$ cat src/design/queue_pkg.sv
/* Sizes and shared types of the packet queue. The reset page layout
   assumes num_pages >= 2*num_queues and packets no longer than 6 words. */
`default_nettype none

package queue_pkg;

    //////////////////////////////////////////////////////////////////////
    // Sizes

    localparam int data_bytes      = 8;
    localparam int words_per_page  = 4;
    localparam int num_pages       = 16;
    localparam int num_queues      = 4;
    localparam int queues_per_port = 2;
    localparam int num_ports       = 2;

    //////////////////////////////////////////////////////////////////////
    // Vector types

    typedef logic [data_bytes*8-1:0]                      data_t;
    typedef logic [data_bytes-1:0]                        keep_t;
    // 0 means a full word, n means the lowest n bytes
    typedef logic [$clog2(data_bytes)-1:0]                keep_code_t;
    typedef logic [$clog2(num_pages)-1:0]                 page_t;
    typedef logic [$clog2(words_per_page)-1:0]            offset_t;
    typedef logic [$clog2(num_pages*words_per_page)-1:0]  mem_addr_t;
    typedef logic [$clog2(num_queues)-1:0]                queue_id_t;
    typedef logic [$clog2(num_ports)-1:0]                 port_t;
    typedef logic [$clog2(num_pages*words_per_page):0]    count_t;
    typedef logic [$clog2(data_bytes):0]                  byte_count_t;

    //////////////////////////////////////////////////////////////////////
    // Structs

    typedef struct packed {
        data_t     data;
        keep_t     keep;
        logic      last;
        queue_id_t queue_id;
    } in_word_t;

    // Tail record of one queue
    typedef struct packed {
        page_t   cur_page;
        page_t   next_page;
        offset_t tail_offset;
    } enq_meta_t;

    typedef struct packed {
        in_word_t  word;
        enq_meta_t meta;
    } enq_word_t;

    typedef struct packed {
        queue_id_t queue_id;
        page_t     head_page;
        offset_t   head_offset;
    } head_read_t;

    typedef struct packed {
        data_t data;
        keep_t keep;
        logic  last;
        port_t port;
    } out_word_t;

    typedef struct packed {
        queue_id_t   queue_id;
        byte_count_t byte_count;
        logic        last;
    } deq_note_t;

endpackage

`default_nettype wire

$ cat src/design/dequeue_controller.sv
/* Head pointers and word counts per queue. Requests for empty queues are
   dropped; an accepted request reads one word. */
`timescale 1ns/1ps
`default_nettype none

module dequeue_controller (
    input  wire                        packet_in,
    input  wire                        rst,
    input  wire                        deq_req,
    input  wire queue_pkg::queue_id_t  deq_queue,
    input  wire                        enq_count_valid,
    input  wire queue_pkg::queue_id_t  enq_count_queue,
    output queue_pkg::head_read_t      head_rd,
    output logic                       head_rd_valid,
    output queue_pkg::page_t           link_rd_page,
    input  wire queue_pkg::page_t      link_of
);

    import queue_pkg::*;

    count_t  count [num_queues];
    page_t   head_page [num_queues];
    offset_t head_offset [num_queues];
    offset_t offset_now;
    logic    accept;

    assign accept       = deq_req && count[deq_queue] != '0;
    assign offset_now   = head_offset[deq_queue];
    // Link table is read combinationally for the queue asked about
    assign link_rd_page = head_page[deq_queue];

    //////////////////////////////////////////////////////////////////////
    // Counts and head pointers

    always_ff @(posedge packet_in) begin
        if (rst) begin
            head_rd_valid <= 1'b0;
            for (int q = 0; q < num_queues; q++) begin
                count[q]       <= '0;
                head_page[q]   <= page_t'(2*q);
                head_offset[q] <= '0;
            end
        end else begin
            head_rd_valid <= accept;
            // Increment and decrement may hit the same queue
            for (int q = 0; q < num_queues; q++) begin
                count[q] <= count[q]
                            + count_t'(enq_count_valid && enq_count_queue == queue_id_t'(q))
                            - count_t'(accept && deq_queue == queue_id_t'(q));
            end
            if (accept) begin
                head_offset[deq_queue] <= offset_now + 1'b1;
                // Leaving the last word of a page
                if (offset_now == offset_t'(words_per_page - 1)) begin
                    head_page[deq_queue] <= link_of;
                end
            end
        end
    end

    // Old head goes out, the advance above takes effect together with it
    always_ff @(posedge packet_in) begin
        head_rd <= '{queue_id:    deq_queue,
                     head_page:   link_rd_page,
                     head_offset: offset_now};
    end

endmodule

`default_nettype wire

$ cat config.mk
export PLATFORM = sky130hd
export DESIGN_NAME = dequeue_controller
export DESIGN_NICKNAME = d
export VERILOG_FILES = /design/src/design/queue_pkg.sv /design/src/design/dequeue_controller.sv
export SDC_FILE = /design/constraint.sdc
export NUM_CORES = 1
export LEC_CHECK = 0
export ABC_AREA = 0
export BUFFER_PORTS_ARGS = -buffer_cell sky130_fd_sc_hd__buf_2
export CAP_MARGIN = 25
export CORE_ASPECT_RATIO = 1.1
export CORE_UTILIZATION = 45
export CTS_CLUSTER_DIAMETER = 120
export DETAILED_ROUTE_END_ITERATION = 10
export PLACE_DENSITY = 0.71
export SYNTH_ARGS = -nofsm -noshare
export SYNTH_HDL_FRONTEND = slang
export SYNTH_SLANG_ARGS = --single-unit
$ cat constraint.sdc
create_clock -name packet_in -period 2.6 [get_ports packet_in]
set_input_delay 0.26 -clock packet_in [delete_from_list [all_inputs] [get_ports packet_in]]
set_output_delay 0.26 -clock packet_in [all_outputs]
set_load 0.03 [all_outputs]
==> results.json <==
{
  "pre_cts_ws_ns": -0.0270,
  "synth_seq_cells": 61,
  "grt.total_usage": 0.201,
  "rows": 33,
  "period_share": 0.981,
  "root_buffer": "clkbuf_8",
  "syn_area_per_cell_um2": 9.82,
  "routed-wl-met3_um": 312,
  "setup_ws_ns": 0.0483,
  "fillers": 673,
  "cts_sinks": 61,
  "worstMarginPinSlew_ns": 0.781,
  "power_uw": 4360,
  "final_cell_mix": "inv_1, buf_4, dfxtp_1",
  "yosys.area.top_type_share": 0.211,
  "drt_first_pass_iters": 4,
  "place.port_buffers": 24,
  "numCtsBuffers": 9,
  "hold_viol_final": 0,
  "worstHoldPathType": "in2reg",
  "core_area_mm2": 0.00751,
  "vias_per_cell": 5.46,
  "async_reset_ff_frac": 0,
  "dp.final_hpwl_mm": 5.37,
  "slew_viol_final": 0,
  "startpoint_type": "register",
  "vdd.ir_drop.worst_uv": 567,
  "min_period_ns": 2.55,
  "ys_types": 55,
  "arrival_ns": 2.78,
  "n_antenna_cell": 0,
  "syn_nets": 402,
  "drive_gt1_frac": 0.270,
  "post-route-util": 0.574,
  "wl_per_cell_um": 14.1,
  "overflow": 0,
  "p_per_area_mw_per_mm2": 1010,
  "drt-total-wl_mm": 7.37,
  "grt_pass1_vias": 2753,
  "antenna_found_initial": 0,
  "critPathKind": "reg2reg",
  "maxCapViolations": 0,
  "outcome": "complete, no violations",
  "drc": 0,
  "die_h_um": 94.6,
  "synthTopCellsByArea": "dfxtp_1, edfxtp_1, ha_1, inv_1, nor4_1",
  "fmaxAchievable_ghz": 0.392,
  "die-width_um": 86.2,
  "top_layer": "met4",
  "cp.required_ns": 2.82,
  "finClkSkew_ns": 0.00775,
  "wl_met1_mm": 3.20,
  "die-area_mm2": 0.00815,
  "via_count": 2854,
  "ff_latch_area_mm2": 0.00147,
  "yosys_warnings": 0,
  "nets": 458,
  "yosysTopAreaCell": "dfxtp_1",
  "leakage_uw": 0.00177,
  "clk_pin_slew_ns": 0.07,
  "cts_buffer_depth": 2,
  "start_util": 0.467,
  "cp_max_fo": 4,
  "clkLatencyLatePin_ns": 0.34,
  "netlist_instances": 357,
  "cts_tree": "built",
  "wl_met2_mm": 3.72,
  "relSlewSlack": 0.474,
  "fin_tns_setup_ns": 0,
  "grt_pass1_wl_mm": 12.5,
  "ctsHoldBuffers": 0,
  "synth_edf_count": 24,
  "synth_area_mm2": 0.00351,
  "synthFlopType": "dfxtp_1",
  "multi_input_area_mm2": 0.00193,
  "holdWs_ns": 0.151,
  "pin_count": 25,
  "routabilityCongestion": 0.789,
  "grt_max_degree": 40,
  "final_common_cell": "inv_1",
  "htree_levels": 3,
  "worst_setup_path_end_kind": "register",
  "drt_iter0_markers": 199,
  "rsz0062_at_grt": "yes",
  "antenna_left": 0,
  "report.final.setup_viol": 0,
  "area_growth_pct": 23.0,
  "yosysSeqAreaShare": 0.417
}
-- stage by stage --
step / cell area [um^2] / instances
floorplan: 3530 / 357
CTS: 4170 / 518
global route: 4310 / 523
detailed placement: 3930 / 502
finish: 4310 / 523
global placement: 3930 / 502
-- routing by layer --
| layer | vias up | track usage |
|---|---|---|
| li1 | 1422 | - |
| met5 | - | 0 |
| met3 | 13 | 0.0481 |
| met2 | 60 | 0.356 |
| met1 | 1359 | 0.238 |
| met4 | 0 | 0.0722 |
-- layout make-up --
class,instances,share of cell area
Multi-Input combinational cell,237,0.448
Sequential cell,61,0.341
Timing Repair Buffer,58,0.0870
Inverter,46,0.0400
Clock buffer,11,0.0305
Tap cell,105,0.0305
Clock inverter,5,0.0229
-- critical path: stages, from the launching register on --
cell	delay (ns)
dfxtp_4	0.36
nor4_4	0.34
a21oi_4	0.11
nand2_4	0.10
nor2_1	0.05
ha_1	0.26
inv_1	0.06
ha_2	0.19
inv_2	0.05
fa_2	0.40
nor2b_2	0.15
o31a_1	0.19
or3_1	0.11
nand3_1	0.06
-- what timing repair did --
action,4_1_cts,5_1_grt
setup buffers,0,5
pin swaps,1,23
gates resized for setup,1,35
endpoints found under the setup margin,6,9
-- cell usage after synthesis, types with 4 or more instances --
master    count
inv_1        46
dfxtp_1      37
ha_1         29
nor4_1       26
edfxtp_1     24
nand2_1      24
nor2_1       23
o21ai_0      15
nor2b_1      13
nor3_1       11
nand3_1       8
or3_1         8
a211oi_1      7
a21oi_1       5
clkbuf_1      5
buf_2         4
fa_1          4
-- sequential cells by signal, summed over array words and instances (netlist names) --
name,count
count,28
head_page,16
head_offset,8
head_rd,8
head_rd_valid,1
-- logic make-up after synthesis --
family / share of synthesized area
compound gates: 0.113
xor+xnor: 0.0125
fa+ha+maj: 0.126
buf+inv: 0.0678
flops: 0.417
mux: 0.0446
simple gates: 0.218
-- final timing paths --
kind	startpoint	slack, ns	to	depth (start not counted)
worst max register to register	count[0][1]$_SDFF_PP0_	0.05	count[1][6]$_SDFF_PP0_	13
worst min-delay path	deq_queue[0]	0.15	head_rd[6]$_DFF_P_	1
worst max-delay path	count[0][1]$_SDFF_PP0_	0.05	count[1][6]$_SDFF_PP0_	13
worst min register to register	head_page[0][0]$_SDFFCE_PN0P_	0.58	head_rd[2]$_DFF_P_	1
-- power breakdown --
part	internal, uW	total (uW)	switching (uW)
sequential	1190	1360	171
combinational	973	1990	1020
clock	633	1010	375
No activity file was read; power rests on OpenSTA's default activity.
