==> src/design/queue_pkg.sv <==
/* Sizes and shared types of the packet queue. The reset page layout
   assumes num_pages >= 2*num_queues and packets no longer than 6 words. */
`default_nettype none

package queue_pkg;

    //////////////////////////////////////////////////////////////////////
    // Sizes

    localparam int data_bytes      = 8;
    localparam int words_per_page  = 4;
    localparam int num_pages       = 16;
    localparam int num_queues      = 4;
    localparam int queues_per_port = 2;
    localparam int num_ports       = 2;

    //////////////////////////////////////////////////////////////////////
    // Vector types

    typedef logic [data_bytes*8-1:0]                      data_t;
    typedef logic [data_bytes-1:0]                        keep_t;
    // 0 means a full word, n means the lowest n bytes
    typedef logic [$clog2(data_bytes)-1:0]                keep_code_t;
    typedef logic [$clog2(num_pages)-1:0]                 page_t;
    typedef logic [$clog2(words_per_page)-1:0]            offset_t;
    typedef logic [$clog2(num_pages*words_per_page)-1:0]  mem_addr_t;
    typedef logic [$clog2(num_queues)-1:0]                queue_id_t;
    typedef logic [$clog2(num_ports)-1:0]                 port_t;
    typedef logic [$clog2(num_pages*words_per_page):0]    count_t;
    typedef logic [$clog2(data_bytes):0]                  byte_count_t;

    //////////////////////////////////////////////////////////////////////
    // Structs

    typedef struct packed {
        data_t     data;
        keep_t     keep;
        logic      last;
        queue_id_t queue_id;
    } in_word_t;

    // Tail record of one queue
    typedef struct packed {
        page_t   cur_page;
        page_t   next_page;
        offset_t tail_offset;
    } enq_meta_t;

    typedef struct packed {
        in_word_t  word;
        enq_meta_t meta;
    } enq_word_t;

    typedef struct packed {
        queue_id_t queue_id;
        page_t     head_page;
        offset_t   head_offset;
    } head_read_t;

    typedef struct packed {
        data_t data;
        keep_t keep;
        logic  last;
        port_t port;
    } out_word_t;

    typedef struct packed {
        queue_id_t   queue_id;
        byte_count_t byte_count;
        logic        last;
    } deq_note_t;

endpackage

`default_nettype wire

==> src/design/enqueue_controller.sv <==
/* Tail tracking per queue. Packets of different queues may interleave
   only at packet boundaries; input words are always taken. */
`timescale 1ns/1ps
`default_nettype none

module enqueue_controller (
    input  wire                       packet_in,
    input  wire                       rst,
    input  wire queue_pkg::in_word_t  word_in,
    input  wire                       word_in_valid,
    output queue_pkg::enq_word_t      enq_word,
    output logic                      enq_valid,
    output queue_pkg::queue_id_t      enq_count_queue,
    output logic                      enq_count_valid,
    output logic                      alloc_pop,
    input  wire queue_pkg::page_t     alloc_page,
    output logic                      link_wr,
    output queue_pkg::page_t          link_page,
    output queue_pkg::page_t          link_next
);

    import queue_pkg::*;

    enq_meta_t tail [num_queues];
    enq_meta_t cur_tail;
    logic      wrap;

    assign cur_tail = tail[word_in.queue_id];
    assign wrap     = word_in_valid
                      && cur_tail.tail_offset == offset_t'(words_per_page - 1);

    // Pop in the same cycle the page is taken
    // so a wrap on the very next word sees a fresh head
    assign alloc_pop = wrap;

    //////////////////////////////////////////////////////////////////////
    // Tail records

    always_ff @(posedge packet_in) begin
        if (rst) begin
            enq_valid       <= 1'b0;
            enq_count_valid <= 1'b0;
            link_wr         <= 1'b0;
            for (int q = 0; q < num_queues; q++) begin
                tail[q] <= '{cur_page:    page_t'(2*q),
                             next_page:   page_t'(2*q + 1),
                             tail_offset: '0};
            end
        end else begin
            enq_valid       <= word_in_valid;
            enq_count_valid <= word_in_valid;
            link_wr         <= wrap;
            if (word_in_valid) begin
                tail[word_in.queue_id].tail_offset <= cur_tail.tail_offset + 1'b1;
                // Step onto the preallocated page and fetch a new one
                if (wrap) begin
                    tail[word_in.queue_id].cur_page  <= cur_tail.next_page;
                    tail[word_in.queue_id].next_page <= alloc_page;
                end
            end
        end
    end

    //////////////////////////////////////////////////////////////////////
    // Payload

    always_ff @(posedge packet_in) begin
        // Record before the advance, i.e. where this word goes
        enq_word        <= '{word: word_in, meta: cur_tail};
        enq_count_queue <= word_in.queue_id;
        // Chain the page we step onto to the one just popped
        link_page       <= cur_tail.next_page;
        link_next       <= alloc_page;
    end

endmodule

`default_nettype wire

==> config.mk <==
export PLATFORM = sky130hd
export DESIGN_NAME = enqueue_controller
export DESIGN_NICKNAME = d
export VERILOG_FILES = /design/src/design/queue_pkg.sv /design/src/design/enqueue_controller.sv
export SDC_FILE = /design/constraint.sdc
export NUM_CORES = 1
export LEC_CHECK = 0
export ABC_AREA = 1
export BUFFER_PORTS_ARGS = -buffer_cell sky130_fd_sc_hd__buf_2
export CORE_ASPECT_RATIO = 1.5
export CORE_MARGIN = 1
export CORE_UTILIZATION = 45
export DETAILED_ROUTE_END_ITERATION = 7
export PLACE_DENSITY = 0.89
export SKIP_LAST_GASP = 1
export SLEW_MARGIN = 20
export SYNTH_ARGS = -nofsm -noshare
export SYNTH_HDL_FRONTEND = slang
export SYNTH_SLANG_ARGS = --single-unit
export TNS_END_PERCENT = 1
==> constraint.sdc <==
create_clock -name packet_in -period 3.2 [get_ports packet_in]
set_input_delay 0.32 -clock packet_in [delete_from_list [all_inputs] [get_ports packet_in]]
set_output_delay 0.32 -clock packet_in [all_outputs]
set_load 0.005 [all_outputs]
==> results.yml <==
status:
  outcome: "finished, final reports clean"
synthesis:
  netlist_area_mm2: 0.00383
  synth_common_cells: "dfxtp_1, edfxtp_1, nor2_1"
  synth_area_leaders: "dfxtp_1, edfxtp_1, nor2_1"
  synth-seq-area-share_pct: 78.9
  yosys_warnings: 0
  synth_top_area_cell: "dfxtp_1"
  synthesis.nets: 369
  synthDistinctLibCells: 27
  ys.flop_type: "dfxtp_1"
  ys_async_sr_fraction_pct: 0
  synth.most_common_cell: "dfxtp_1"
  netlist.area_leader.share_pct: 47.6
  syn_area_per_cell_um2: 13.4
  netlist_instances: 286
  ys_ff_latch: 131
  synth_edf_count: 40
clock_tree:
  cts_sinks: 131
  cts.clk_slew.worst_paths_ns: 0.05
  cts.path.max_buffers: 2
  htree_levels: 4
  post-cts-setup-buffer-count: 0
  cts_resized: 0
  cts_root_buffer: "clkbuf_16"
  ctsHoldBuffers: 0
  clock_latency_ns: 0.41
  numCtsBuffers: 17
  cts_tree: "built"
power:
  p_leak_uw: 0.00251
  p_per_area_mw_per_mm2: 727
  finalPower_uw: 3910
  ir_worst_vdd_uv: 544
placement:
  port_buffers: 180
  gp_congestion: 0.957
  dp_hpwl_um: 6820
timing:
  maxSlewViolCount: 0
  worst_slew_pin_slew_ns: 0.463
  period_minus_slack_ns: 2.22
  setup_violations: 0
  hold_viol: 0
  rsz0062_at_grt: "no"
  max_freq_mhz: 449
  fin_crit_sh_pct: 69.5
  slew_headroom_pct: 69.0
  tns_ns: 0
  skew_ns: 0.0190
critical_path:
  r2r_end: "tail[1][3]$_SDFFCE_PN1P_"
  reg2reg_setup_slack_ns: 1.27
  crit_top_cell: "nand2_1"
  critical-path-slowest-cell: "buf_2"
  path_class: "input pin to output port"
  required_ns: 2.88
  cp.arrival_ns: 1.90
  cp-start-kind: "input pin"
  cp_cell_sequence: "buf_2 > inv_2 > nand2_1 > nand2_1 > nand2_1 > o21ai_2 > ha_1 > nand2_1 > inv_1 > buf_2"
  cp-end-kind: "output port"
  cp-startpoint: "word_in[0]"
  path_max_fanout: 25
  r2r-start: "tail[2][0]$_SDFFCE_PN0P_"
  max_stage_delay_ns: 0.37
  r2r_cells: 7
routing:
  wl_met3_um: 815
  drtAntennaViolNets: 0
  wl_per_cell_um: 15.6
  wl_um: 9250
  viasPerCell: 4.77
  route.detailed.drc: 0
  vias: 2826
  drt_first_pass_iters: 5
  initialDrtViolationCount: 193
  met2_length_um: 5230
  top_layer: "met4"
  met1_length_um: 3010
global_routing:
  track_usage_pct: 21.2
  grt_pass1_wl_um: 13700
  overflow: 0
  grt_max_degree: 26
  grt_antenna_before_repair: 0
  grt_pass1_vias: 2814
finish:
  antenna-diode-count: 0
  final_nets: 558
  area_growth_pct: 40.6
  drive_gt1_share_pct: 48.0
  fin_util_pct: 66.4
floorplanning:
  initial_core_util_pct: 47.2
  coreArea_mm2: 0.00811
  core.rowCount: 40
  io_pins: 181
  die_h_um: 115
  die_w_um: 77.3
  die_area_mm2: 0.00889
job:
  maxCapViolCount: 0
hold_path:
  hold_depth: 1
  min_from: "word_in[4]"
  worstHoldEndpoint: "enq_word[14]$_DFF_P_"
  hold_path_class: "input pin to register"
-- critical path: cells and delay by family --
family / cells / cell delay [ns]
adders and majority gates: 1 / 0.22
AOI/OAI and AO/OA: 1 / 0.10
buffers and inverters: 4 / 0.88
and+or+nand+nor: 4 / 0.40
-- cells in the final DEF, fill, tap and decap left out --
cell           Yosys  final
a21oi_1            1      1
a21oi_2            3      3
buf_2              1    180
buf_4              9      1
clkbuf_1           2      3
clkbuf_16          0     20
clkbuf_8           0      3
clkinv_2           0      3
clkinvlp_4         0      2
dfxtp_1           91     91
dlygate4sd3_1      0      3
edfxtp_1          40     40
ha_1               1      1
inv_1             13     13
inv_2              3      3
inv_4              1      2
nand2_1           36     36
nand2_2            3      3
nand2_4            2      2
nand3_1            9      9
nand3_2            7      7
nand3_4            1      1
nand4_1            1      1
nor2_1            38     38
nor2_2             1      1
nor2_4             2      2
nor3_1             1      1
o21ai_0           11     11
o21ai_2            1      1
o22ai_1            5      5
o31ai_1            1      1
-- worst max path at each step --
stage                                 endpoint  cells after the start
final                                alloc_pop                     10
after global routing                 alloc_pop                     10
after CTS                            alloc_pop                     10
after detailed placement  tail[3][8]$_DFFE_PP_                     10
after global placement    tail[3][5]$_DFFE_PP_                     10
after floorplan           tail[3][2]$_DFFE_PP_                      9
-- per-stage QoR --
step	setup WS (ns)	std cells	area, um2	hold slack, ns
after global routing	0.830	593	5390	0.000553
after detailed placement	0.638	558	4770	0.424
final	0.975	593	5390	0.00813
after global placement	0.664	558	4770	0.423
after CTS	1.00	590	5360	0.00247
after floorplan	0.823	286	3830	0.348
-- cell type report --
class / instances / area [um2]
well taps: 105 / 131
repair buffers: 184 / 938
multi-input cells: 124 / 638
fillers: 624 / 2720
clock inverters: 6 / 36.3
clock buffers: 26 / 553
flip-flops and latches: 131 / 3020
inverters: 17 / 66.3
-- report_power, final --
group	switching [uW]	leakage [uW]	internal, uW	total (uW)
registers	25.5	0.00115	1800	1830
clock network	653	0.000288	1190	1840
logic	136	0.00108	108	244
total	815	0.00251	3100	3910
-- logic make-up after synthesis --
logic type	Yosys count	synth area share, %
AOI/OAI and AO/OA	22	3.50
adders and majority gates	1	0.327
DFF	131	78.9
buffers and inverters	31	4.41
and+or+nand+nor	101	12.8
-- flip-flops by register name (all words and copies together), names as in the netlist --
name	count
enq_word	79
tail	40
link_next	4
link_page	4
enq_count_queue	2
enq_count_valid	1
link_wr	1
-- metal layers --
metal | vias to the layer above | global-route usage, %
met5 | - | 0
met4 | 0 | 10.7
met3 | 20 | 8.10
met2 | 177 | 39.0
met1 | 1317 | 20.5
li1 | 1312 | -
Note: power is estimated with default switching activity, not from simulation.
