<file path="config.mk">
export PLATFORM = sky130hd
export DESIGN_NAME = queue_memory
export DESIGN_NICKNAME = d
export VERILOG_FILES = /design/src/design/queue_pkg.sv /design/src/design/queue_memory.sv
export SDC_FILE = /design/constraint.sdc
export NUM_CORES = 2
export LEC_CHECK = 0
export BUFFER_PORTS_ARGS = -buffer_cell sky130_fd_sc_hd__buf_2
export CAP_MARGIN = 20
export CORE_UTILIZATION = 45
export CTS_BUF_LIST = sky130_fd_sc_hd__clkbuf_8
export DETAILED_ROUTE_END_ITERATION = 10
export GPL_TIMING_DRIVEN = 1
export PLACE_DENSITY = 0.63
export SLEW_MARGIN = 20
export SYNTH_ARGS = -nofsm -noshare
export SYNTH_HDL_FRONTEND = slang
export SYNTH_MEMORY_MAX_BITS = 65536
export SYNTH_SLANG_ARGS = --single-unit
export TNS_END_PERCENT = 30
</file>
<file path="constraint.sdc">
create_clock -name packet_in -period 12.2 [get_ports packet_in]
set_input_delay 1.83 -clock packet_in [delete_from_list [all_inputs] [get_ports packet_in]]
set_output_delay 1.83 -clock packet_in [all_outputs]
set_load 0.1 [all_outputs]
</file>
<file path="src/design/queue_pkg.sv">
/* Sizes and shared types of the packet queue. The reset page layout
   assumes num_pages >= 2*num_queues and packets no longer than 6 words. */
`default_nettype none

package queue_pkg;

    //////////////////////////////////////////////////////////////////////
    // Sizes

    localparam int data_bytes      = 8;
    localparam int words_per_page  = 4;
    localparam int num_pages       = 16;
    localparam int num_queues      = 4;
    localparam int queues_per_port = 2;
    localparam int num_ports       = 2;

    //////////////////////////////////////////////////////////////////////
    // Vector types

    typedef logic [data_bytes*8-1:0]                      data_t;
    typedef logic [data_bytes-1:0]                        keep_t;
    // 0 means a full word, n means the lowest n bytes
    typedef logic [$clog2(data_bytes)-1:0]                keep_code_t;
    typedef logic [$clog2(num_pages)-1:0]                 page_t;
    typedef logic [$clog2(words_per_page)-1:0]            offset_t;
    typedef logic [$clog2(num_pages*words_per_page)-1:0]  mem_addr_t;
    typedef logic [$clog2(num_queues)-1:0]                queue_id_t;
    typedef logic [$clog2(num_ports)-1:0]                 port_t;
    typedef logic [$clog2(num_pages*words_per_page):0]    count_t;
    typedef logic [$clog2(data_bytes):0]                  byte_count_t;

    //////////////////////////////////////////////////////////////////////
    // Structs

    typedef struct packed {
        data_t     data;
        keep_t     keep;
        logic      last;
        queue_id_t queue_id;
    } in_word_t;

    // Tail record of one queue
    typedef struct packed {
        page_t   cur_page;
        page_t   next_page;
        offset_t tail_offset;
    } enq_meta_t;

    typedef struct packed {
        in_word_t  word;
        enq_meta_t meta;
    } enq_word_t;

    typedef struct packed {
        queue_id_t queue_id;
        page_t     head_page;
        offset_t   head_offset;
    } head_read_t;

    typedef struct packed {
        data_t data;
        keep_t keep;
        logic  last;
        port_t port;
    } out_word_t;

    typedef struct packed {
        queue_id_t   queue_id;
        byte_count_t byte_count;
        logic        last;
    } deq_note_t;

endpackage

`default_nettype wire

</file>
<file path="src/design/queue_memory.sv">
/* Shared word memory with a 2-stage write and 6-stage read path.
   No back-pressure; reads of a page's last offset report it drained. */
`timescale 1ns/1ps
`default_nettype none

module queue_memory (
    input  wire                         packet_in,
    input  wire                         rst,
    input  wire queue_pkg::enq_word_t   enq_word,
    input  wire                         enq_valid,
    input  wire queue_pkg::head_read_t  head_rd,
    input  wire                         head_rd_valid,
    output queue_pkg::out_word_t        word_out,
    output logic                        word_out_valid,
    output queue_pkg::deq_note_t        deq_note,
    output logic                        deq_note_valid,
    output logic                        page_free,
    output queue_pkg::page_t            page_free_num
);

    import queue_pkg::*;

    typedef struct packed {
        keep_code_t code;
        logic       last;
    } meta_entry_t;

    // Keep is contiguous from byte 0, so the first clear bit is the count
    function automatic keep_code_t encode_keep(input keep_t keep);
        for (int i = 1; i < data_bytes; i++) begin
            if (!keep[i]) begin
                return keep_code_t'(i);
            end
        end
        return '0;
    endfunction

    function automatic keep_t decode_keep(input keep_code_t code);
        keep_t keep;
        keep = '0;
        for (int i = 0; i < data_bytes; i++) begin
            keep[i] = (code == '0) || (i < code);
        end
        return keep;
    endfunction

    function automatic byte_count_t byte_count(input keep_code_t code);
        return (code == '0) ? byte_count_t'(data_bytes) : byte_count_t'(code);
    endfunction

    data_t       data_mem [num_pages*words_per_page];
    meta_entry_t meta_mem [num_pages*words_per_page];

    // Write side
    logic        sop;
    logic        wr_en;
    mem_addr_t   wr_addr;
    data_t       wr_data;
    meta_entry_t wr_meta;
    page_t       wr_page;
    offset_t     wr_offset;
    page_t       wr_page_now;
    offset_t     wr_offset_now;

    // Read side, index is the stage number
    logic [5:2]  rd_vld;
    head_read_t  rd_head;
    mem_addr_t   rd_addr;
    queue_id_t   rd_queue [5:3];
    data_t       data_do;
    data_t       data_res;
    data_t       data_dec;
    meta_entry_t meta_do;
    meta_entry_t meta_res;
    keep_t       keep_dec;
    byte_count_t bytes_dec;
    logic        last_dec;
    port_t       port_dec;

    // First word of a packet starts at the tail record, later ones follow on
    assign wr_page_now   = sop ? enq_word.meta.cur_page : wr_page;
    assign wr_offset_now = sop ? enq_word.meta.tail_offset : wr_offset;

    assign rd_addr  = {rd_head.head_page, rd_head.head_offset};
    assign port_dec = port_t'(rd_queue[5] >> $clog2(queues_per_port));

    //////////////////////////////////////////////////////////////////////
    // Control

    always_ff @(posedge packet_in) begin
        if (rst) begin
            sop            <= 1'b1;
            wr_en          <= 1'b0;
            rd_vld         <= '0;
            page_free      <= 1'b0;
            word_out_valid <= 1'b0;
            deq_note_valid <= 1'b0;
        end else begin
            wr_en <= enq_valid;
            if (enq_valid) begin
                sop <= enq_word.word.last;
            end
            rd_vld         <= {rd_vld[4:2], head_rd_valid};
            page_free      <= rd_vld[2] && rd_head.head_offset == offset_t'(words_per_page - 1);
            word_out_valid <= rd_vld[5];
            deq_note_valid <= rd_vld[5];
        end
    end

    //////////////////////////////////////////////////////////////////////
    // Enqueue write

    always_ff @(posedge packet_in) begin
        // Stage 1
        wr_data <= enq_word.word.data;
        wr_meta <= '{code: encode_keep(enq_word.word.keep), last: enq_word.word.last};
        if (enq_valid) begin
            wr_addr   <= {wr_page_now, wr_offset_now};
            wr_offset <= wr_offset_now + 1'b1;
            // At the page end move to the page the producer linked in
            wr_page   <= (wr_offset_now == offset_t'(words_per_page - 1))
                         ? enq_word.meta.next_page : wr_page_now;
        end
        // Stage 2
        if (wr_en) begin
            data_mem[wr_addr] <= wr_data;
            meta_mem[wr_addr] <= wr_meta;
        end
    end

    //////////////////////////////////////////////////////////////////////
    // Dequeue read

    always_ff @(posedge packet_in) begin
        // Stage 2 address
        rd_head     <= head_rd;
        // Stage 3 memory read
        data_do     <= data_mem[rd_addr];
        meta_do     <= meta_mem[rd_addr];
        rd_queue[3] <= rd_head.queue_id;
        page_free_num <= rd_head.head_page;
        // Stage 4 output register
        data_res    <= data_do;
        meta_res    <= meta_do;
        rd_queue[4] <= rd_queue[3];
        // Stage 5 decode
        data_dec    <= data_res;
        keep_dec    <= decode_keep(meta_res.code);
        bytes_dec   <= byte_count(meta_res.code);
        last_dec    <= meta_res.last;
        rd_queue[5] <= rd_queue[4];
        // Stage 6
        word_out    <= '{data: data_dec, keep: keep_dec, last: last_dec, port: port_dec};
        deq_note    <= '{queue_id: rd_queue[5], byte_count: bytes_dec, last: last_dec};
    end

endmodule

`default_nettype wire

</file>
==> results.txt <==
----------------------------------------------------
[Run status]
  Run status ... finished, violations left
  Violations in the final reports ... DRC

[Timing]
  Highest clock rate ... 207 MHz
  Unrepaired setup endpoints after global routing ... false
  Period utilization ... 39.5%
  Final setup fails ... 0
  Worst hold slack ... 0.288 ns
  Slew of the pin with the lowest slew margin ... 1.16 ns
  TNS Setup ... 0 ns
  Final hold violations ... 0
  Final Skew ... 0.0633 ns
  Final Max Slew Viols ... 0
  Crit path time final ... 4.82 ns
  Tightest slew margin relative to the limit ... 22.5%

[Routing]
  Top layer used by detailed routing ... met5
  Detail Route met2 WL ... 233 mm
  DRC marker count from the first detailed-route iteration ... 11,800
  Vias after detailed routing ... 85,400
  Drt via density ... 6.16
  Final ANT Viol Nets ... 0
  Average wire length per cell after detail routing ... 34.5 um
  Met1 Routed Length ... 181 mm
  Number of iterations in the first detailed-routing pass ... 11
  Sum of met3 wire segment lengths after detailed routing ... 46.8 mm
  DRC errors left ... 4
  Total wire length after detailed routing ... 478 mm

[Critical path]
  Cell family with the largest share of critical-path delay ... buffers and inverters
  Startpoint Class ... register
  Delay of the slowest cell on the worst path ... 0.86 ns
  Total buffers and inverters traversed by the critical path ... 3
  Max FO, Critical Path ... 84
  Most prevalent standard cell on the critical path ... sky130_fd_sc_hd__buf_4
  Crit Path Category ... reg2reg
  Data arrival time of the critical path ... 5.92 ns
  Slowest cell on the critical path ... sky130_fd_sc_hd__buf_4
  Endpoint class of the critical path ... register
  Worst path cell trace ... buf_4 > buf_12 > buf_4 > mux4_2 > nor2b_1 > a211oi_1 > o22ai_1 > and3_1
  RR Startpoint ... rd_addr[0]
  Source of the critical timing path ... rd_addr[0]
  Required time of the critical path ... 13.30 ns

[Power]
  Total power of the final layout ... 0.0323 W
  Peak supply drop ... 138 uV
  Power Dens Cells ... 166 nW/um^2
  Leakage component of the power ... 61.7 nW

[Job]
  # Max-Cap Violations ... 0

[GRT]
  Wire length of the first global-routing pass ... 663 mm
  Maximum number of pins on one net before global-route repair ... 144
  Sum of overflow across all layers after global routing ... 0
  Total routing usage reported by global routing ... 24.4%
  Number of global-route vias before repair ... 86,800
  Number of antenna violations at the first check in global routing ... 22

[Synth]
  Cell type with the highest aggregate area in the netlist ... sky130_fd_sc_hd__edfxtp_1
  Number of instances in the synthesized netlist ... 7,458
  Fraction of synthesized cell area taken by the top area cell type ... 75.8%
  Dominant cells by area after synthesis ... sky130_fd_sc_hd__edfxtp_1 (76%), sky130_fd_sc_hd__mux4_2 (14%), sky130_fd_sc_hd__dfxtp_1 (4.4%)
  Number of enable flip-flop cells after synthesis ... 4,364
  Synth Warn # ... 0
  Number of unique standard cell types used by synthesis ... 42
  Syn Area/Cell ... 23.2 um^2
  Number of synthesized register bits ... 4,748
  Count leader, synth ... sky130_fd_sc_hd__edfxtp_1
  Cell area after synthesis ... 173,000 um^2
  Ranking of synthesized cells by instance count ... sky130_fd_sc_hd__edfxtp_1 (4,364), sky130_fd_sc_hd__mux4_2 (1,088), sky130_fd_sc_hd__dfxtp_1 (384), sky130_fd_sc_hd__clkbuf_1 (171), sky130_fd_sc_hd__buf_2 (169)
  Commonest register cell after synthesis ... sky130_fd_sc_hd__edfxtp_1
  Share of the yosys chip area belonging to registers ... 80.3%
  Async set-or-reset flop fraction in the synthesized netlist ... 0%
  Syn_nets ... 7,556

[Floorplan]
  Die Y-Extent ... 622 um
  Std cell rows ... 227
  Die footprint ... 386,000 um^2
  CORE AREA ... 382,000 um^2
  Die Width ... 622 um
  I/O pin count ... 185
  Initial core utilization ... 45.2%

[CTS]
  TritonCTS clock tree ... built
  Count of hold buffers inserted by post-cts repair ... 0
  Clock slew at the register clock pins of the worst setup and hold paths ... 0.07 ns
  Clock sink count ... 4,748
  Number of gates resized after CTS ... 0
  Post-CTS Setup Repair Bufs ... 0
  Maximum count of clock buffers along a single path ... 4
  Number of buffers created by CTS ... 745
  Clock root buffer ... sky130_fd_sc_hd__clkbuf_8
  Clock latency of the later-clocked register in the worst-skew pair ... 1.24 ns
  Maximum level of the CTS H-tree ... 6

[Placed design]
  HPWL after DPL ... 246 mm
  Placed cell count ... 12,500
  Last weighted congestion value of the routability-driven placer ... 0.784
  Port bufs ... 181

[Cells and area]
  Fin nets ... 8,298
  Final std cells w/o fill ... 13,900
  Fraction of layout cells with a size suffix above 1 ... 29.4%
  Util after Layout ... 50.9%
  Area growth from synthesis to final layout ... 12.6%

[Worst hold path]
  Hold path start ... bytes_dec[0]
  Worst hold path type ... reg2reg

----------------------------------------------------
power by group:
part | switching, W | internal, W | leakage (nW)
sequential | 0.000250 | 0.0180 | 42.4
combinational | 0.00100 | 0.000486 | 11.0
clock | 0.00628 | 0.00631 | 8.24
total | 0.00753 | 0.0248 | 61.7
worst register-to-register path: cells and delay by family, from the launching register on:
kind / cells / cell delay, ns
buffers and inverters: 3 / 2.37
flip-flops: 1 / 0.78
multiplexers: 1 / 0.61
AO/OA/AOI/OAI: 2 / 0.62
AND/OR/NAND/NOR: 2 / 0.33
placed cells by master (no fill, tap or decap), drive strengths merged, types with 19 or more instances in the layout:
master	netlist	routed
nand2	159	159
o22ai	131	131
a211oi	63	63
clkbuf	171	803
nand3	144	144
inv	4	351
mux2	19	19
dfxtp	384	384
and3	66	66
mux4	1088	1088
nor2b	79	79
nor2	73	73
a22oi	136	136
nand4	137	137
buf	252	418
clkinv	0	196
edfxtp	4364	4364
o221ai	124	124
stage by stage:
| step | worst slack, ns | area (um^2) |
|---|---|---|
| 2_1_floorplan | 7.72 | 173000 |
| 3_3_place_gp | 7.26 | 180000 |
| 3_5_place_dp | 7.25 | 180000 |
| 4_1_cts | 7.27 | 194000 |
| 5_1_grt | 6.96 | 195000 |
| 6_report | 7.38 | 195000 |
layout make-up:
cell class | count | area (um^2)
inverter | 4 | 15.0
timing repair buffer | 418 | 2970
antenna | 10 | 25.0
clock buffer | 803 | 11100
fill | 29900 | 188000
multi-input combinational | 2283 | 32500
sequential | 4748 | 139000
tap | 5038 | 6300
clock inverter | 558 | 2820
final timing paths:
kind              depth (start not counted)     endpoint  slack, ns
setup / recovery                          8  data_do[35]       7.38
hold / removal                            0  deq_note[1]       0.29
setup reg to reg                          8  data_do[35]       7.38
hold reg to reg                           0  deq_note[1]       0.29
registers in the layout, indices dropped and copies added (netlist names), 6 cells and up:
register / cells
data_dec: 64
data_do: 64
data_mem: 4096
data_res: 64
deq_note: 7
keep_dec: 7
meta_mem: 256
rd_addr: 6
rd_queue: 6
word_out: 71
wr_addr: 6
wr_data: 64
cells by family (layout without fill, tap and decap cells):
kind of cell | after synthesis | in the layout | share of synthesized area, %
AOI/OAI and AO/OA | 481 | 481 | 2.07
other | 1 | 11 | 0.00217
adders and majority gates | 1 | 1 | 0.00724
xor gates and xnor gates | 1 | 1 | 0.00507
DFF | 4748 | 4748 | 80.3
buffers and inverters | 427 | 1783 | 1.23
muxes | 1115 | 1115 | 14.4
and+or+nand+nor | 684 | 684 | 2.04
metal layers:
metal / vias up / track usage (%)
met3: 918 / 4.31
li1: 33500 / -
met1: 46000 / 33.3
met2: 5048 / 39.9
met5: - / 0
met4: 8 / 8.44
No activity file was read; power rests on OpenSTA's default activity.
