===== config.mk =====
export PLATFORM = sky130hd
export DESIGN_NAME = page_allocator
export DESIGN_NICKNAME = d
export VERILOG_FILES = /design/src/design/queue_pkg.sv /design/src/design/page_allocator.sv
export SDC_FILE = /design/constraint.sdc
export NUM_CORES = 1
export LEC_CHECK = 0
export BUFFER_PORTS_ARGS = -buffer_cell sky130_fd_sc_hd__buf_4
export CORE_UTILIZATION = 40
export CTS_CLUSTER_DIAMETER = 100
export DETAILED_ROUTE_END_ITERATION = 12
export SYNTH_ARGS = -nofsm -noshare
export SYNTH_HDL_FRONTEND = slang
export SYNTH_SLANG_ARGS = --single-unit

===== constraint.sdc =====
create_clock -name packet_in -period 3.25 [get_ports packet_in]
set_input_delay 0.325 -clock packet_in [delete_from_list [all_inputs] [get_ports packet_in]]
set_output_delay 0.325 -clock packet_in [all_outputs]
set_load 0.02 [all_outputs]

===== src/design/queue_pkg.sv =====
/* Sizes and shared types of the packet queue. The reset page layout
   assumes num_pages >= 2*num_queues and packets no longer than 6 words. */
`default_nettype none

package queue_pkg;

    //////////////////////////////////////////////////////////////////////
    // Sizes

    localparam int data_bytes      = 8;
    localparam int words_per_page  = 4;
    localparam int num_pages       = 16;
    localparam int num_queues      = 4;
    localparam int queues_per_port = 2;
    localparam int num_ports       = 2;

    //////////////////////////////////////////////////////////////////////
    // Vector types

    typedef logic [data_bytes*8-1:0]                      data_t;
    typedef logic [data_bytes-1:0]                        keep_t;
    // 0 means a full word, n means the lowest n bytes
    typedef logic [$clog2(data_bytes)-1:0]                keep_code_t;
    typedef logic [$clog2(num_pages)-1:0]                 page_t;
    typedef logic [$clog2(words_per_page)-1:0]            offset_t;
    typedef logic [$clog2(num_pages*words_per_page)-1:0]  mem_addr_t;
    typedef logic [$clog2(num_queues)-1:0]                queue_id_t;
    typedef logic [$clog2(num_ports)-1:0]                 port_t;
    typedef logic [$clog2(num_pages*words_per_page):0]    count_t;
    typedef logic [$clog2(data_bytes):0]                  byte_count_t;

    //////////////////////////////////////////////////////////////////////
    // Structs

    typedef struct packed {
        data_t     data;
        keep_t     keep;
        logic      last;
        queue_id_t queue_id;
    } in_word_t;

    // Tail record of one queue
    typedef struct packed {
        page_t   cur_page;
        page_t   next_page;
        offset_t tail_offset;
    } enq_meta_t;

    typedef struct packed {
        in_word_t  word;
        enq_meta_t meta;
    } enq_word_t;

    typedef struct packed {
        queue_id_t queue_id;
        page_t     head_page;
        offset_t   head_offset;
    } head_read_t;

    typedef struct packed {
        data_t data;
        keep_t keep;
        logic  last;
        port_t port;
    } out_word_t;

    typedef struct packed {
        queue_id_t   queue_id;
        byte_count_t byte_count;
        logic        last;
    } deq_note_t;

endpackage

`default_nettype wire


===== src/design/page_allocator.sv =====
/* Free page list and page link table. Running out of pages is not detected;
   at most num_pages - 2*num_queues pages are ever free at once. */
`timescale 1ns/1ps
`default_nettype none

module page_allocator (
    input  wire                    packet_in,
    input  wire                    rst,
    input  wire                    alloc_pop,
    output queue_pkg::page_t       alloc_page,
    input  wire                    page_free,
    input  wire queue_pkg::page_t  page_free_num,
    input  wire                    link_wr,
    input  wire queue_pkg::page_t  link_page,
    input  wire queue_pkg::page_t  link_next,
    input  wire queue_pkg::page_t  link_rd_page,
    output queue_pkg::page_t       link_of
);

    import queue_pkg::*;

    // Circular list, one entry per page so it never overflows
    page_t free_list [num_pages];
    page_t rd_ptr;
    page_t wr_ptr;

    // Next page of the same queue, indexed by page
    page_t link_table [num_pages];

    // Head of the list is always valid
    assign alloc_page = free_list[rd_ptr];
    assign link_of    = link_table[link_rd_page];

    always_ff @(posedge packet_in) begin
        if (rst) begin
            rd_ptr <= '0;
            wr_ptr <= page_t'(num_pages - 2*num_queues);
            // Pages above the reset layout start free, entries past them are don't-care
            for (int i = 0; i < num_pages; i++) begin
                free_list[i]  <= page_t'(2*num_queues + i);
                link_table[i] <= '0;
            end
            // Each queue starts on page 2q with 2q+1 preallocated
            for (int q = 0; q < num_queues; q++) begin
                link_table[2*q] <= page_t'(2*q + 1);
            end
        end else begin
            if (alloc_pop) begin
                rd_ptr <= rd_ptr + 1'b1;
            end
            // Push and pop may meet in one cycle
            if (page_free) begin
                free_list[wr_ptr] <= page_free_num;
                wr_ptr            <= wr_ptr + 1'b1;
            end
            if (link_wr) begin
                link_table[link_page] <= link_next;
            end
        end
    end

endmodule

`default_nettype wire


==> results.txt, run 1 <==
The flow ran to the end, and the final reports show no timing, DRC or antenna violations. The synthesized netlist net count came out at 525. The floorplan step set the die height to 129.7 µm. The maximum vdd drop is 409.2 µV.

The ratio of cells with drive above 1 in the final layout is 0.1485. The average wire per standard cell is ~19 µm. The largest stage delay on the critical path is 870 ps. The repair_antennas step left the layout with diodes totalling 0. The area of the die is 16810 µm². Post-CTS timing repair inserted 0 buffers for setup. The largest area contributor in the synthesized netlist is sky130_fd_sc_hd__edfxtp_1. For this run, the register share of the synthesized area comes to 0.6142.

The layout overhead on the synthesized area came out at 13.97%. The clock-pin slew of the registers on the worst-case setup and hold paths is ~60 ps. Detailed routing inserted a total of a little over 4k vias. Among cell families on the critical path, the largest total delay comes from flip-flops.

STA classifies the critical path startpoint as a register. The number of max-cap violations is 0. The worst setup skew after layout came out at roughly 8 ps. The area share of the largest cell type after synthesis is 0.5528. The measured slew at the worst slew-check pin is approximately 1000 ps.

After detailed routing, the total wire length is 14160 µm. The count of synthesis-stage warnings from yosys is 0. The register bit count reported by yosys is 140. The wire length of the first global-routing pass came out at between 20000 and 25000 µm. The total grt overflow is 0.

TritonCTS built the clock tree. The number of instances in the synthesized netlist is about 500. The most common cell in the netlist is sky130_fd_sc_hd__edfxtp_1. Entering global routing, the biggest net connects 33 pins. The synthesized netlist occupies a cell area of ~6500 µm².

The detailed router's first-iteration violation count came out at 334. The share of async-settable or async-resettable flops after synthesis came out at 0. The largest fanout on the critical path came out at 16. In this run the critical register-to-register path is launched from wr_ptr[2]$_SDFFE_PP0P_. The standard-cell row count is 46. The total of hold buffers inserted after clock tree synthesis came out at 0. Walking the worst path, the cells encountered are mux4_1 -> a22oi_1 -> nand3_1 -> buf_4.

The clock power share is 0.442. The net total in the final layout is around 550. The top layer reached by signal wires is met4. The count of flip-flops with a built-in enable after synthesis is 120. The detailed-router iteration count before antenna repair came out at 4. The worst reg-to-reg path cell count came out at 3. The final critical delay including setup and external delays is 2810 ps.

The met1 routed wirelength after detailed routing is 6066 µm. The cell area after layout came out at roughly 7400 µm². The final weighted congestion in routability-driven placement came out at just under 0.8.

The post-synthesis area per instance is 13.06 µm². The data arrival time of the critical path came out at 2490 ps. The total CTS buffers came out at 17. The cell leakage power is 2.506 nW.

In the synthesized netlist, the cells that appear most often are sky130_fd_sc_hd__edfxtp_1 (120), sky130_fd_sc_hd__nor2_1 (82), sky130_fd_sc_hd__nand2_1 (62). The fraction of power spent switching nets came out at 0.2302. The end-of-flow core utilization is 0.4677. The number of buffers inserted by port buffering came out at 28.

Wire segments on met2 add up to 7220 µm in the final route. The die is 129.7 µm wide. The cell sitting at the root of the clock tree is a sky130_fd_sc_hd__clkbuf_16. The number of buffers on the longest clock path is 2. The buffering stage count on the worst path with inverters included came out at 1.

Setup violations remaining at the end of the flow were counted as 0. For this design the top-level I/O count stands at 29. Among all stages on the critical path, the largest delay is contributed by sky130_fd_sc_hd__dfxtp_1.

For this run, the leading register cell type out of synthesis is sky130_fd_sc_hd__edfxtp_1. Counting every sink on the clock net gives 140. The final setup TNS came out at 0 ps.

The required time at the worst-slack endpoint came out at 2920 ps. The total of cells resized after clock tree synthesis is 0. The met3 wirelength from detailed routing came out at between 500 and 600 µm. The critical path in this run is classified as register to output port. The post-detailed-placement cell area is 6857 µm². The count of pins over their slew limit came out at 0. In this run the worst hold path is classified as input pin to register. The starting density of the core came out at 0.4104. Across every metal layer, demand over resource in global routing totals 0.1857. Derived from the worst setup path, the maximum achievable clock frequency is 355.8 MHz. The total number of cells along the worst setup path came out at 4. The latest clock arrival within the worst-skew pair came out at around 420 ps. Setup repair after global routing left no endpoint under its margin. The worst slew margin relative to its limit is 0.3267. The detail route stage leaves a number of antenna-violating nets equal to 0.

The destination of the worst register-to-register timing path is free_list[9][3]$_SDFFCE_PN0P_. The number of levels in the clock H-tree came out at 4. The internal power of the cells totals ~0.0033 W. The final hold violation count is 0. The minimum setup slack among reg-to-reg paths is approximately 1200 ps. The via count of the first global-routing pass came out at approximately 4.2k. After synthesis, the cell types taking the most area are sky130_fd_sc_hd__edfxtp_1 (55%), sky130_fd_sc_hd__mux4_1 (11%), sky130_fd_sc_hd__dfxtp_1 (6.1%). The initial antenna violation count is 0. The placeable core region is 15890 µm². The share of the cycle needed by the critical path after routing came out at 0.8648. The count of unique library cells instantiated by Yosys came out at 40. The share of total power dissipated in combinational logic is 0.074. Of the total power, registers draw 0.483. The total DRC errors in the routed layout came out at 0. The power per standard cell area is between 500 and 600 nW/µm². After legalization and detailed placement, the total HPWL measured 9769 µm. The critical path ends at alloc_page[3]. STA classifies the critical path endpoint as an output port. For this design the total switching power over the nets is between 0.0009 and 0.001 W. The via count normalized by instance count came out at 5.382.
[power groups by stage]
stage | sequential (W) | clock [W] | combinational, W
finish | 0.00206 | 0.00189 | 0.000318
CTS | 0.00206 | 0.00190 | 0.000319
detailed placement | 0.00210 | 0 | 0.000317
global route | 0.00207 | 0.00198 | 0.000347
global placement | 0.00209 | 0 | 0.000311
floorplan | 0.00207 | 0 | 0.000241
[per-layer routing]
metal  up-vias  track usage
li1       1904            -
met1      1991       0.2181
met2       107       0.3224
met3        24      0.04335
met4         0      0.08618
met5         -            0
[kinds of logic (layout without fill, tap and decap cells)]
family	count (synthesis)	after routing	synth area share
buffers and inverters	41	74	0.03340
DFF	140	140	0.6142
and+or+nand+nor	238	238	0.1729
muxes	34	34	0.1292
AOI/OAI and AO/OA	35	35	0.03263
adders and majority gates	5	5	0.009597
xor gates and xnor gates	6	6	0.008061
[placed cells by master (no fill, tap or decap), types with 2 or more instances in the layout]
master and count:
sky130_fd_sc_hd__edfxtp_1 120, sky130_fd_sc_hd__nor2_1 82, sky130_fd_sc_hd__nand2_1 62, sky130_fd_sc_hd__buf_4 34, sky130_fd_sc_hd__mux4_1 27, sky130_fd_sc_hd__nand3_1 26, sky130_fd_sc_hd__dfxtp_1 20, sky130_fd_sc_hd__clkbuf_16 17
sky130_fd_sc_hd__o21ai_0 15, sky130_fd_sc_hd__and2_1 14, sky130_fd_sc_hd__nor3_1 12, sky130_fd_sc_hd__nand4_1 11, sky130_fd_sc_hd__a22oi_1 8, sky130_fd_sc_hd__inv_1 7, sky130_fd_sc_hd__nor2b_1 6, sky130_fd_sc_hd__or2_2 6
sky130_fd_sc_hd__mux4_2 5, sky130_fd_sc_hd__a21oi_1 5, sky130_fd_sc_hd__o211ai_1 5, sky130_fd_sc_hd__ha_1 5, sky130_fd_sc_hd__and3_1 4, sky130_fd_sc_hd__nand3b_1 4, sky130_fd_sc_hd__xor2_1 4, sky130_fd_sc_hd__clkinvlp_4 4
sky130_fd_sc_hd__clkinv_2 3, sky130_fd_sc_hd__inv_6 3, sky130_fd_sc_hd__nand2b_1 2, sky130_fd_sc_hd__clkinv_1 2, sky130_fd_sc_hd__nor3b_2 2, sky130_fd_sc_hd__mux2i_1 2, sky130_fd_sc_hd__xnor2_1 2, sky130_fd_sc_hd__bufinv_16 2
[area by class of cell]
cell class	instances	area, µm²
Timing Repair Buffer	34	255.2
Tap cell	216	270.3
Multi-Input combinational cell	318	2297
Clock inverter	14	143.9
Sequential cell	140	4004
Fill cell	1435	8456
Clock buffer	18	429.2
Inverter	8	30.03
[worst min-delay path by stage]
stage / endpoint / from / depth (start not counted) / slack [ps]
global placement: link_table[4][3]$_SDFFE_PP0P_ / link_table[4][3]$_SDFFE_PP0P_ / 2 / 490
global route: link_table[0][0]$_SDFFCE_PN1P_ / link_next[0] / 2 / 190
CTS: link_table[0][0]$_SDFFCE_PN1P_ / link_next[0] / 2 / 170
floorplan: link_table[6][3]$_SDFFE_PP0P_ / link_table[6][3]$_SDFFE_PP0P_ / 2 / 460
detailed placement: register / rd_ptr[3]$_SDFFE_PP0P_ / 2 / 510
finish: link_table[0][0]$_SDFFCE_PN1P_ / link_next[0] / 2 / 180
[per-stage QoR]
| stage | std cells | worst slack [ps] | hold WS, ps | power [W] |
|---|---|---|---|---|
| floorplan | 499 | 1527 | 461.1 | 0.002308 |
| global placement | 716 | 973.9 | 494.7 | 0.002406 |
| detailed placement | 716 | 926.1 | 508.7 | 0.002417 |
| CTS | 748 | 477.6 | 172.5 | 0.004277 |
| global route | 748 | 323.4 | 185.2 | 0.004392 |
| finish | 748 | 439.5 | 181.2 | 0.004265 |
[sequential cells by signal (all words and copies together), names as in the netlist, named ones only]
register and cells:
free_list 64, wr_ptr 4, rd_ptr 4, link_table 64
Note: power is estimated with default switching activity, not from simulation.
==> inputs of run 2 (changes only) <==
--- a/config.mk
+++ b/config.mk
@@ -5,10 +5,10 @@
 export SDC_FILE = /design/constraint.sdc
 export NUM_CORES = 1
 export LEC_CHECK = 0
-export BUFFER_PORTS_ARGS = -buffer_cell sky130_fd_sc_hd__buf_4
 export CORE_UTILIZATION = 40
 export CTS_CLUSTER_DIAMETER = 100
 export DETAILED_ROUTE_END_ITERATION = 12
+export DONT_BUFFER_PORTS = 1
 export SYNTH_ARGS = -nofsm -noshare
 export SYNTH_HDL_FRONTEND = slang
 export SYNTH_SLANG_ARGS = --single-unit
==> constraint.sdc (replaced) <==
create_clock -name packet_in -period 3.5 [get_ports packet_in]
set_input_delay 0.35 -clock packet_in [delete_from_list [all_inputs] [get_ports packet_in]]
set_output_delay 0.35 -clock packet_in [all_outputs]
set_load 0.02 [all_outputs]
==> run 2 against run 1 <==
Compared with the run above: sequential power down 7%; combinational power down 27%; clock power down 12%; final cell count down 4.1%; sequential share of layout area up 1.9 points; register-to-register slack better by 290 ps; sequential cell count unchanged; first-iteration DRC count down 45%; setup slack better by 340 ps.
==> results.txt, run 2 (synthesized netlist as in run 1, its figures left out) <==
The setup path with the least slack is of type register to output port. The number of levels in the clock H-tree came to 4 (unchanged). Clock tree synthesis selected as its root buffer the cell sky130_fd_sc_hd__clkbuf_16. The pin count of the biggest net entering global routing is 28 (-15%). The initial antenna violation count is 0 (unchanged). TritonCTS built the clock tree. Of the available clock period, the critical path in the final layout requires 0.7783. The highest clock frequency the design can meet is about 370 MHz. The die span in y is 129.7 µm (unchanged). Leaving out fill and tap cells, the most frequent cell in the layout is sky130_fd_sc_hd__edfxtp_1. The startpoint identified for the worst hold timing path is rst. The final setup TNS is 0 ps (unchanged). The all-layer global routing usage came out at 0.1778 (-0.007968).

Setup repair after global routing left no endpoint under its margin. The final routed wirelength across all metal layers was 13660 µm (-3.6%). The area of the die came out at 16810 µm² (unchanged). The number of max-cap violations came to 0 (unchanged). The total placed cells including tap cells is 684 (-4.5%).

The average wire per standard cell came out at 19.05 µm (+0.62%). The number of sinks driven by the clock tree was 140 (unchanged). The via count normalized by instance count came out at 5.381 (about the same). The data arrival time of the critical path came out at 2370 ps (-120 ps). The clock-pin slew of the registers on the worst-case setup and hold paths is 60 ps (about the same). The measured slew at the worst slew-check pin is 1172 ps (+166.0 ps).

The required time at the worst-slack endpoint came out at 3150 ps (+230 ps). The ratio of cells with drive above 1 in the final layout was 0.09581 (-0.05269). The total of endpoints with negative setup slack in the final report came out at 0 (unchanged). The starting density of the core is 0.4104 (unchanged). The path type of the worst min-delay path is input pin to register. The wire length of the first global-routing pass came out at 21450 µm (-5.0%). The startpoint identified for the worst register-to-register timing path is wr_ptr[0]$_SDFFE_PP0P_.

The destination of the worst register-to-register timing path is free_list[15][1]$_SDFFCE_PN1P_. The standard-cell row count is 46 (unchanged). The I/O pin count is 29 (unchanged). The depth of the worst hold-timing path came out at 1 (-1). The number of buffers inserted by port buffering is 0 (-100%). The die boundary width is 129.7 µm (unchanged). The count of pins over their slew limit is 0 (unchanged). The layout overhead on the synthesized area is 10.13%. The via count of the first global-routing pass is 3861 (-7.7%).

The placeable core region is 15890 µm² (unchanged). The half-perimeter wire length of the detailed placement result is 9615 µm (-1.6%). The worst reg-to-reg path cell count is 3 (unchanged).

The via count of the routed design came to 3858 (-4.2%). The remaining antenna violation count after routing is 0 (unchanged). The final cell count without fillers is 717 (-4.1%). The total CTS buffers is 17 (unchanged). STA classifies the critical path startpoint as a register.

The maximum vdd drop came out at 341.9 µV (-16%). The post-layout total power came out at 0.003810 W (-11%). The detailed router's first-iteration violation count came out at 185 (-45%). The critical path endpoint category is an output port. The net total in the final layout is 514 (-5.7%). The total grt overflow was 0 (unchanged). The run finished with clean final reports. The minimum setup slack among reg-to-reg paths is 1500 ps (+290 ps). The power per standard cell area is 530.7 nW/µm² (-7.6%). The final antenna diode count came out at 0 (unchanged). The final critical delay including setup and external delays came out at 2724 ps. The largest fanout on the critical path was 16 (unchanged). The worst slew margin relative to its limit is 0.2151 (-0.1116). The final hold violation count is 0 (unchanged).

The largest registers in the layout are free_list: 64 flops, link_table: 64 flops. The number of buffers on the longest clock path came out at 2 (unchanged). The latest clock arrival within the worst-skew pair is 410 ps (about the same). The cell leakage power came out at 2.342 nW (-6.5%). In the layout the commonest cells are sky130_fd_sc_hd__edfxtp_1 (120), sky130_fd_sc_hd__nor2_1 (82), sky130_fd_sc_hd__nand2_1 (62), sky130_fd_sc_hd__mux4_1 (27), sky130_fd_sc_hd__nand3_1 (26). The final weighted congestion in routability-driven placement was 0.8485 (+9.6%).

The worst hold slack across all endpoints is 27.05 ps (-154.2 ps). The worst setup skew after layout came out at 5.111 ps (-2.870 ps). The total DRC errors in the routed layout came out at 0 (unchanged). The detailed-router iteration count before antenna repair came out at 4 (unchanged).
==> run 2: repair_timing <==
item	4_1_cts	5_1_grt
resized for setup	0	0
hold buffers	1	0
buffers inserted	0	0
endpoints found under the hold margin	5	0
==> run 2: routing by layer <==
| metal | GRT usage | part of all wire | up-vias |
|---|---|---|---|
| li1 | - | - | 1843 |
| met1 | 0.2104 | 0.42 | 1891 |
| met2 | 0.3095 | 0.51 | 110 |
| met3 | 0.05409 | 0.062 | 14 |
| met4 | 0.05540 | 0.012 | 0 |
| met5 | 0 | 0 | - |
==> run 2: critical path, cell delays in order, from the launching register on <==
cell and delay [ps]:
sky130_fd_sc_hd__dfxtp_1 830, sky130_fd_sc_hd__mux4_1 640, sky130_fd_sc_hd__a22oi_1 250, sky130_fd_sc_hd__nand3_1 240
==> run 2: layout make-up <==
type / count / area, µm²
clock buffer: 18 / 429.2
clock inverter: 14 / 123.9
fill: 1451 / 8706
inverter: 8 / 30.03
multi-input combinational: 318 / 2297
sequential: 140 / 4004
tap: 216 / 270.3
timing repair buffer: 3 / 25.02
==> run 2: power by group <==
group	total, W	internal, W	switching (W)	leakage, nW
combinational	0.000233	0.0000986	0.000134	0.839
clock	0.00167	0.000930	0.000736	0.256
sequential	0.00191	0.00187	0.0000378	1.25
total	0.00381	0.00290	0.000908	2.34
==> run 2: worst max path at each step <==
stage,from,to,slack [ps]
after floorplan,link_rd_page[0],link_of[2],1730
after global placement,register,alloc_page[0],1250
after detailed placement,register,alloc_page[3],1210
after CTS,register,alloc_page[3],750
after global routing,register,alloc_page[2],620
final,register,alloc_page[1],780
==> run 2: through the flow <==
stage | setup slack, ps | instance area (µm²) | utilization
2_1_floorplan | 1727 | 6519 | -
3_3_place_gp | 1249 | 6616 | 0.4165
3_5_place_dp | 1206 | 6616 | 0.4165
4_1_cts | 753.9 | 7179 | 0.4520
5_1_grt | 622.4 | 7179 | 0.4520
6_report | 775.9 | 7179 | 0.4520
